===== src/firTypesPkg.sv =====
package firTypesPkg;

	// word width of samples, products and partial sums
	localparam int SAMPLE_W = 18;

	// all arithmetic on this type wraps modulo 2^18
	typedef logic signed [SAMPLE_W-1:0] sampleT;

	// filter length, odd so there is a single centre tap
	localparam int FILT_LEN = 21;

	// stored half of the table, centre included
	localparam int HALF_LEN = (FILT_LEN + 1) / 2;

	// positive symbol amplitudes
	// negative levels are their negations
	localparam sampleT LEVEL_POS1 = 18'sd32768;
	localparam sampleT LEVEL_POS3 = 18'sd98303;

	// half width of the acceptance window around each level
	localparam int DEFAULT_TOL = 10;

endpackage


===== src/pulseCoefPkg.sv =====
package pulseCoefPkg;

	import firTypesPkg::*;

	// coefficients for the +1 level, outer tap first, centre last
	localparam sampleT coefPos1 [0:HALF_LEN-1] = '{
		18'sd990,
		18'sd948,
		18'sd234,
		-18'sd859,
		-18'sd1706,
		-18'sd1629,
		-18'sd246,
		18'sd2272,
		18'sd5204,
		18'sd7548,
		18'sd8442
	};

	// coefficients for the +3 level, same ordering
	localparam sampleT coefPos3 [0:HALF_LEN-1] = '{
		18'sd2969,
		18'sd2844,
		18'sd702,
		-18'sd2577,
		-18'sd5119,
		-18'sd4886,
		-18'sd739,
		18'sd6815,
		18'sd15613,
		18'sd22645,
		18'sd25327
	};

	// tap index to half-table entry, mirrored taps share one entry
	function automatic int foldIndex(input int tapIndex);
		int mirror;
		mirror = FILT_LEN - 1 - tapIndex;
		return (tapIndex < mirror) ? tapIndex : mirror;
	endfunction

endpackage


===== src/symbolDelayLine.sv =====
`timescale 1ns/1ns

module symbolDelayLine
	import firTypesPkg::*;
#(
	parameter int DEPTH = 2
) (
	input logic sys_clk,
	input logic reset,
	input logic sam_clk_en,
	input sampleT xIn,
	output sampleT [DEPTH-1:0] taps
);

	// newest sample sits at position 0
	sampleT [DEPTH-1:0] chain;

	always_ff @(posedge sys_clk) begin
		if (reset) begin
			chain <= '0;
		end else if (sam_clk_en) begin
			chain <= {chain[DEPTH-2:0], xIn};
		end
	end

	assign taps = chain;

endmodule


===== src/tapLookup.sv =====
`timescale 1ns/1ns

module tapLookup
	import firTypesPkg::*;
	import pulseCoefPkg::*;
#(
	parameter int TOL = DEFAULT_TOL,
	parameter int TAP_INDEX = 0
) (
	input sampleT sample,
	output sampleT product
);

	// this tap's entries in the half table
	localparam int FOLD_POS = foldIndex(TAP_INDEX);
	localparam sampleT COEF1 = coefPos1[FOLD_POS];
	localparam sampleT COEF3 = coefPos3[FOLD_POS];

	// true when value lies strictly inside the window around level
	function automatic logic inWindow(input sampleT value, input int level);
		int diff;
		diff = int'(value) - level;
		return (diff > -TOL) && (diff < TOL);
	endfunction

	logic nearPos1;
	logic nearNeg1;
	logic nearPos3;
	logic nearNeg3;

	// compare in 32 bits so the window edges cannot wrap
	assign nearPos1 = inWindow(sample, int'(LEVEL_POS1));
	assign nearNeg1 = inWindow(sample, -int'(LEVEL_POS1));
	assign nearPos3 = inWindow(sample, int'(LEVEL_POS3));
	assign nearNeg3 = inWindow(sample, -int'(LEVEL_POS3));

	// windows are disjoint, so at most one match is active
	always_comb begin
		if (nearPos3) begin
			product = COEF3;
		end else if (nearPos1) begin
			product = COEF1;
		end else if (nearNeg1) begin
			product = -COEF1;
		end else if (nearNeg3) begin
			product = -COEF3;
		end else begin
			// off-level sample contributes nothing
			product = '0;
		end
	end

endmodule


===== src/symmetricFold.sv =====
`timescale 1ns/1ns

module symmetricFold
	import firTypesPkg::*;
#(
	parameter int TAPS = 3
) (
	input logic sys_clk,
	input logic reset,
	input logic sam_clk_en,
	input sampleT [TAPS-1:0] products,
	output sampleT [(TAPS+1)/2-1:0] foldSums
);

	localparam int HALF = (TAPS + 1) / 2;

	for (genvar i = 0; i < HALF; i++) begin : gFold
		if (2 * i == TAPS - 1) begin : gCentre
			// centre tap has no mirror partner
			always_ff @(posedge sys_clk) begin
				if (reset) begin
					foldSums[i] <= '0;
				end else if (sam_clk_en) begin
					foldSums[i] <= products[i];
				end
			end
		end else begin : gPair
			// mirrored taps share a coefficient, add before the tree
			always_ff @(posedge sys_clk) begin
				if (reset) begin
					foldSums[i] <= '0;
				end else if (sam_clk_en) begin
					foldSums[i] <= products[i] + products[TAPS-1-i];
				end
			end
		end
	end

endmodule


===== src/treeStage.sv =====
`timescale 1ns/1ns

module treeStage
	import firTypesPkg::*;
#(
	parameter int IN_COUNT = 2
) (
	input logic sys_clk,
	input logic reset,
	input logic sam_clk_en,
	input sampleT [IN_COUNT-1:0] sumsIn,
	output sampleT [(IN_COUNT+1)/2-1:0] sumsOut
);

	localparam int OUT_COUNT = (IN_COUNT + 1) / 2;

	for (genvar o = 0; o < OUT_COUNT; o++) begin : gOut
		if (2 * o + 1 < IN_COUNT) begin : gPair
			always_ff @(posedge sys_clk) begin
				if (reset) begin
					sumsOut[o] <= '0;
				end else if (sam_clk_en) begin
					sumsOut[o] <= sumsIn[2*o] + sumsIn[2*o+1];
				end
			end
		end else begin : gPass
			// leftover odd entry moves up one level unchanged
			always_ff @(posedge sys_clk) begin
				if (reset) begin
					sumsOut[o] <= '0;
				end else if (sam_clk_en) begin
					sumsOut[o] <= sumsIn[2*o];
				end
			end
		end
	end

endmodule


===== src/pamFirTop.sv =====
`timescale 1ns/1ns

module pamFirTop
	import firTypesPkg::*;
#(
	parameter int TOL = DEFAULT_TOL
) (
	input logic sys_clk,
	input logic reset,
	input logic sam_clk_en,
	input sampleT xIn,
	output sampleT y
);

	// entry counts of each summation level
	localparam int STAGE2_LEN = (HALF_LEN + 1) / 2;
	localparam int STAGE3_LEN = (STAGE2_LEN + 1) / 2;
	localparam int STAGE4_LEN = (STAGE3_LEN + 1) / 2;

	sampleT [FILT_LEN-1:0] taps;
	sampleT [FILT_LEN-1:0] products;
	sampleT [HALF_LEN-1:0] foldSums;
	sampleT [STAGE2_LEN-1:0] stage2;
	sampleT [STAGE3_LEN-1:0] stage3;
	sampleT [STAGE4_LEN-1:0] stage4;

	symbolDelayLine #(
		.DEPTH(FILT_LEN)
	) i_symbolDelayLine (
		.sys_clk(sys_clk),
		.reset(reset),
		.sam_clk_en(sam_clk_en),
		.xIn(xIn),
		.taps(taps)
	);

	// one coefficient lookup per tap, no multipliers
	for (genvar t = 0; t < FILT_LEN; t++) begin : gTap
		tapLookup #(
			.TOL(TOL),
			.TAP_INDEX(t)
		) i_tapLookup (
			.sample(taps[t]),
			.product(products[t])
		);
	end

	symmetricFold #(
		.TAPS(FILT_LEN)
	) i_symmetricFold (
		.sys_clk(sys_clk),
		.reset(reset),
		.sam_clk_en(sam_clk_en),
		.products(products),
		.foldSums(foldSums)
	);

	// four registered levels, 11 -> 6 -> 3 -> 2 -> 1
	treeStage #(
		.IN_COUNT(HALF_LEN)
	) i_treeStage2 (
		.sys_clk(sys_clk),
		.reset(reset),
		.sam_clk_en(sam_clk_en),
		.sumsIn(foldSums),
		.sumsOut(stage2)
	);

	treeStage #(
		.IN_COUNT(STAGE2_LEN)
	) i_treeStage3 (
		.sys_clk(sys_clk),
		.reset(reset),
		.sam_clk_en(sam_clk_en),
		.sumsIn(stage2),
		.sumsOut(stage3)
	);

	treeStage #(
		.IN_COUNT(STAGE3_LEN)
	) i_treeStage4 (
		.sys_clk(sys_clk),
		.reset(reset),
		.sam_clk_en(sam_clk_en),
		.sumsIn(stage3),
		.sumsOut(stage4)
	);

	// last level has a single entry, which is the filter output
	treeStage #(
		.IN_COUNT(STAGE4_LEN)
	) i_treeStage5 (
		.sys_clk(sys_clk),
		.reset(reset),
		.sam_clk_en(sam_clk_en),
		.sumsIn(stage4),
		.sumsOut(y)
	);

endmodule


===== config.mk =====
export PLATFORM = sky130hd
export DESIGN_NAME = pamFirTop
export DESIGN_NICKNAME = d
export VERILOG_FILES = /design/src/firTypesPkg.sv /design/src/pulseCoefPkg.sv /design/src/symbolDelayLine.sv /design/src/tapLookup.sv /design/src/symmetricFold.sv /design/src/treeStage.sv /design/src/pamFirTop.sv
export SDC_FILE = /design/constraint.sdc
export NUM_CORES = 2
export LEC_CHECK = 0
export BUFFER_PORTS_ARGS = -buffer_cell sky130_fd_sc_hd__buf_2
export CAP_MARGIN = 20
export CORE_MARGIN = 3
export CORE_UTILIZATION = 45
export DETAILED_ROUTE_END_ITERATION = 10
export PLACE_DENSITY_LB_ADDON = 0.12
export RECOVER_POWER = 50
export SLEW_MARGIN = 25
export SYNTH_ARGS = -nofsm -noshare
export SYNTH_HDL_FRONTEND = slang
export SYNTH_SLANG_ARGS = --single-unit

===== constraint.sdc =====
create_clock -name sys_clk -period 7.67 [get_ports sys_clk]
set_input_delay 0.3835 -clock sys_clk [delete_from_list [all_inputs] [get_ports sys_clk]]
set_output_delay 0.3835 -clock sys_clk [all_outputs]
set_load 0.03 [all_outputs]

* Word level (Yosys, flattened, before mapping)
Cells that the tools add are included.
Cells by class: add/sub/neg operators 104, magnitude comparators 168, multiplexer cells 84, reductions and logical operators 84
Operators with widths (number):
- $gt 32x5->1 const B | 84
- $lt 32x5->1 const B | 84
- $mux 18 | 76
- $sub 18x18->19 const B | 42
- $sub 18x16->19 const B | 21
- $sub 18x17->19 const B | 21
- $add 18x18->18 | 20
- $logic_and 1x1->1 | 84
- $mux 13 | 4
- $mux 12 | 2
- $mux 10 | 2
Word-level totals: register bits after elaboration 792, output and inout bits 18, logic and storage cells 484

* Depth between registers and ports, before layout
word-level depth 8, mapped depth 24, gate-level depth less buffers 22

* Cells and area by module
Synthesis repeated with hierarchy kept, for this count alone.
Unflattened totals: cell total of the unflattened synthesis 10102, area total of the unflattened synthesis 78152.5 um^2
Modules (own cells, without submodules):
- symmetricFold | instances 1, cells each 1759, area an instance 14561.5 um^2, sequential area each 3963.8 um^2
- symbolDelayLine | instances 1, cells each 1218, area an instance 13459.2 um^2, sequential area each 7567.3 um^2
- treeStage at i_treeStage2 | instances 1, cells each 974, area an instance 7972.6 um^2, sequential area each 2162.1 um^2
- tapLookup at gTap[18].i_tapLookup ... | instances 4, cells each 262, area an instance 1791.7 um^2, sequential area each 0.0 um^2
- treeStage at i_treeStage3 | instances 1, cells each 506, area an instance 4129.0 um^2, sequential area each 1081.0 um^2
- tapLookup at gTap[15].i_tapLookup ... | instances 2, cells each 263, area an instance 1755.4 um^2, sequential area each 0.0 um^2
- tapLookup at gTap[16].i_tapLookup ... | instances 2, cells each 267, area an instance 1687.9 um^2, sequential area each 0.0 um^2
- tapLookup at gTap[0].i_tapLookup ... | instances 2, cells each 250, area an instance 1644.1 um^2, sequential area each 0.0 um^2
- tapLookup at gTap[13].i_tapLookup ... | instances 2, cells each 237, area an instance 1601.5 um^2, sequential area each 0.0 um^2
- tapLookup at gTap[17].i_tapLookup ... | instances 2, cells each 236, area an instance 1571.5 um^2, sequential area each 0.0 um^2
- tapLookup at gTap[14].i_tapLookup ... | instances 2, cells each 231, area an instance 1527.7 um^2, sequential area each 0.0 um^2
- tapLookup at gTap[11].i_tapLookup ... | instances 2, cells each 231, area an instance 1481.4 um^2, sequential area each 0.0 um^2
- tapLookup at gTap[12].i_tapLookup ... | instances 2, cells each 238, area an instance 1472.7 um^2, sequential area each 0.0 um^2
- treeStage at i_treeStage4 | instances 1, cells each 248, area an instance 2168.3 um^2, sequential area each 720.7 um^2
- +2 rows

* Worst setup path after synthesis
No wires, ideal clock.
path type flip-flop to flip-flop, start point reg i_symbolDelayLine.chain, in the netlist i_symbolDelayLine.taps[162], end point reg i_symmetricFold.foldSums[177] (netlist name), library setup time 0.058 ns, arrival 4.966 ns, setup slack 2.646 ns, stages on the path, launching flop included 22, clock period less this slack 5.024 ns, cells stage by stage dfxtp_1 clkbuf_1 inv_1 ha_1 or3b_2 clkbuf_1 or4_1 a211oi_1 a2bb2o_1 a2111oi_0 o21ai_0 or2_2 inv_1 ha_1 a21o_1 a21oi_1 o21bai_1 a21oi_1 o21ai_0 a211o_1 a211oi_1 o221a_2
Between the ends: word-level cells in the longest chain between the ends 8
RTL lines:
- from (decl) | line symbolDelayLine.sv:16 | sampleT [DEPTH-1:0] chain;
- from (signal assigned) | line symbolDelayLine.sv:22 | chain <= {chain[DEPTH-2:0], xIn};
- $sub 18x18->19 | line tapLookup.sv:22 | diff = int'(value) - level;
- $gt 32x5->1 / $lt 32x5->1 (equally long branches) | line tapLookup.sv:23 | return (diff > -TOL) && (diff < TOL);
- $logic_and 1x1->1 | line tapLookup.sv:23
- $mux 18 | line tapLookup.sv:45 | end else if (nearNeg3) begin
- $mux 18 | line tapLookup.sv:43 | end else if (nearNeg1) begin
- $mux 18 | line tapLookup.sv:41 | end else if (nearPos1) begin
- $mux 18 (*) | line tapLookup.sv:39 | if (nearPos3) begin
- $add 18x18->18 (*) | line symmetricFold.sv:33 | foldSums[i] <= products[i] + products[TAPS-1-i];
- to (signal, indexed assignment) | line symmetricFold.sv:33
- to (decl) | line symmetricFold.sv:12 | output sampleT [(TAPS+1)/2-1:0] foldSums
Every way passes the cells marked *; elsewhere a longest branch is shown, timed or not. A chain may end at the register's enable or synchronous reset.

==> impl_metrics.json <==
{
  "status": "finished, violations left",
  "violations": "max-capacitance violations, max-slew violations",
  "path_depth": 6,
  "final_common_cell": "nor2_1",
  "slew_violations": 338,
  "r2r_slack_ps": 1990,
  "post-dp-hpwl_um": 130000,
  "r2r-end": "i_symmetricFold.foldSums[16]",
  "cell_internal_pwr_mw": 7.20,
  "dieArea_um2": 149000,
  "rows": 138,
  "worst-slew-pin-transition_ps": 3510,
  "clk_pin_slew_ps": 60,
  "final_cells": 10100,
  "fin_nets": 8531,
  "postLayoutCellArea_um2": 68500,
  "dieWidth_um": 385,
  "ir_drop_mv": 0.228,
  "ys_warn_count": 0,
  "detail-route-antenna-nets": 0,
  "cts_setup_buffers": 0,
  "postSynth.asyncResetShare": 0,
  "max_freq_mhz": 165,
  "drive_above_1_share": 0.0404,
  "critPathMaxStageDelay_ps": 2500,
  "coreArea_um2": 142000,
  "r2r_start": "i_symbolDelayLine.taps[0]",
  "syn_to_final_growth_pct": 5.76,
  "syn_nets": 9073,
  "placed_area_um2": 65000,
  "crit_top_cell": "clkbuf_1",
  "post-route-min-period_ps": 6050,
  "ys_seq_area_frac": 0.236,
  "first_global_vias": 55800,
  "p_leak_nw": 27.6,
  "synth.ff_latch_count": 765,
  "crit_path_top_delay_cell": "clkbuf_1",
  "cts.sinks": 765,
  "multi_input_area_um2": 45600,
  "synthDistinctLibCells": 91,
  "routabilityCongestion": 0.921,
  "io_buffer_count": 38,
  "cts_tree": "done",
  "critPathBufInv": 4,
  "grt_pass1_wl_um": 302000,
  "cp.arrival_ps": 6650,
  "rsz0062_at_grt": "no",
  "holdPathEnd": "i_symmetricFold.foldSums[86]",
  "path_class": "input port to register",
  "first_iter_violations": 4859,
  "routed_wl_um": 184000,
  "synthCells": 8649,
  "ios": 39,
  "cts_max_level": 3,
  "hold_viol_final": 0,
  "switchingPower_mw": 2.44,
  "die_h_um": 385,
  "placedCellCount": 9882,
  "p_comb_frac": 0.073,
  "root_buffer": "clkbuf_16",
  "final_core_util": 0.482,
  "start_kind": "input port",
  "grt.total_usage": 0.240,
  "clock_skew_ps": 76.6,
  "ff2ff_path_depth": 18,
  "antenna_cells": 0,
  "required_ps": 8270,
  "maxCapViolCount": 5,
  "viasPerCell": 6.06,
  "maxSlewHeadroom": -1.34,
  "whs_path_depth": 3,
  "synthFlopType": "dfxtp_1",
  "netSwitchingFraction": 0.253,
  "pwr_density_cell_nw_per_um2": 141,
  "cp_top_family": "buffers and inverters",
  "clock_power_share": 0.498,
  "setup_viol": 0,
  "hp-class": "input port to register",
  "grt_max_degree": 178,
  "fillCellCount": 14200,
  "synth_edf_count": 0,
  "seq_area_um2": 15300,
  "min_period_over_period": 0.789,
  "cts_buffers": 94,
  "critPathCaptureType": "register",
  "syn_avg_cell_area_um2": 7.49,
  "via_count": 61100,
  "overflow": 0,
  "drt_pre_antenna_iters": 5,
  "syn_area_um2": 64800,
  "seqPwrFrac": 0.429,
  "final_cell_mix": "nor2_1 (1218), dfxtp_1 (765), mux2i_1 (594)",
  "path_cells": "dlygate4sd3_1, clkbuf_1, buf_12, clkbuf_1, nor2_1, o21a_1",
  "antenna_found_initial": 0,
  "wire_per_inst_um": 18.2,
  "cp_max_fo": 155,
  "clkLatencyLatePin_ps": 750,
  "clockBufferDepth": 3,
  "min_from": "sam_clk_en",
  "start_util": 0.455,
  "route.detailed.drc": 0,
  "setup_tns_ps": 0
}
[cell families after synthesis]
logic type,after synthesis,share of synthesized area
xor gates and xnor gates,468,0.0633
adders and majority gates,403,0.0805
buffers and inverters,1044,0.0607
AOI/OAI and AO/OA,2024,0.209
muxes,606,0.0938
and+or+nand+nor,3339,0.257
DFF,765,0.236
[registers in the layout (all words and copies together), names as in the netlist]
signal / count
i_treeStage5.sumsOut: 18
i_symmetricFold.foldSums: 183
i_treeStage4.sumsOut: 36
i_treeStage2.sumsOut: 96
i_symbolDelayLine.taps: 378
i_treeStage3.sumsOut: 54
[routing by layer]
layer  track usage  vias up  wire [um]
li1              -    30400          -
met1         0.343    29000      89300
met2         0.384     1407      82300
met3        0.0248      238       8050
met4        0.0603        0       4050
met5             0        -          0
[worst min-delay path: stages]
cell and delay, ps:
buf_8 160, nor2_1 180, nor2_1 40
[repair_timing]
action	CTS	global route
resized for setup	0	0
endpoints found under the hold margin	35	0
hold buffers	19	0
setup endpoints to repair	0	0
[worst max path at each step]
stage | end | slack (ps) | start
CTS | i_symmetricFold.foldSums[16] | 2090 | i_symbolDelayLine.taps[0]
global placement | i_symmetricFold.foldSums[16] | 2270 | i_symbolDelayLine.taps[0]
floorplan | i_symmetricFold.foldSums[177] | 2650 | i_symbolDelayLine.taps[162]
global route | i_symbolDelayLine.taps[83] | 1000 | reset
finish | i_symmetricFold.foldSums[87] | 1620 | reset
detailed placement | i_symmetricFold.foldSums[16] | 2090 | i_symbolDelayLine.taps[0]
[power by group through the flow]
stage | registers [mW] | clock network (mW) | logic [mW]
2_1_floorplan | 4.17 | 0 | 0.578
3_3_place_gp | 4.22 | 0 | 0.691
3_5_place_dp | 4.22 | 0 | 0.699
4_1_cts | 4.14 | 4.95 | 0.710
5_1_grt | 4.15 | 5.10 | 0.781
6_report | 4.14 | 4.80 | 0.704
[layout make-up]
class | instances | area share
Timing Repair Buffer | 84 | 0.00937
Sequential cell | 765 | 0.223
Inverter | 322 | 0.0177
Tap cell | 1890 | 0.0345
Clock inverter | 46 | 0.0102
Clock buffer | 126 | 0.0396
Multi-Input combinational cell | 6840 | 0.665
[cell usage after synthesis (105+ instances only)]
cell	count	area [um^2]
nor2_1	1218	4570
dfxtp_1	765	15300
clkbuf_1	627	2350
mux2i_1	594	5950
nand2_1	477	1790
a21oi_1	448	2240
o21ai_0	400	2000
ha_1	380	4750
xnor2_1	366	3210
inv_1	316	1190
nor3_1	275	1380
nand3_1	263	1320
nand4_1	160	1000
nor4_1	154	963
a31oi_1	153	957
a211oi_1	140	1050
and3_1	105	657
[metrics by stage]
step	hold WS [ps]	setup slack [ps]	power, mW
after floorplan	432	2650	4.75
after global placement	442	2270	4.92
after detailed placement	446	2090	4.92
after CTS	144	2090	9.80
after global routing	204	999	10.0
final	225	1620	9.65
No activity file was read; power rests on OpenSTA's default activity.
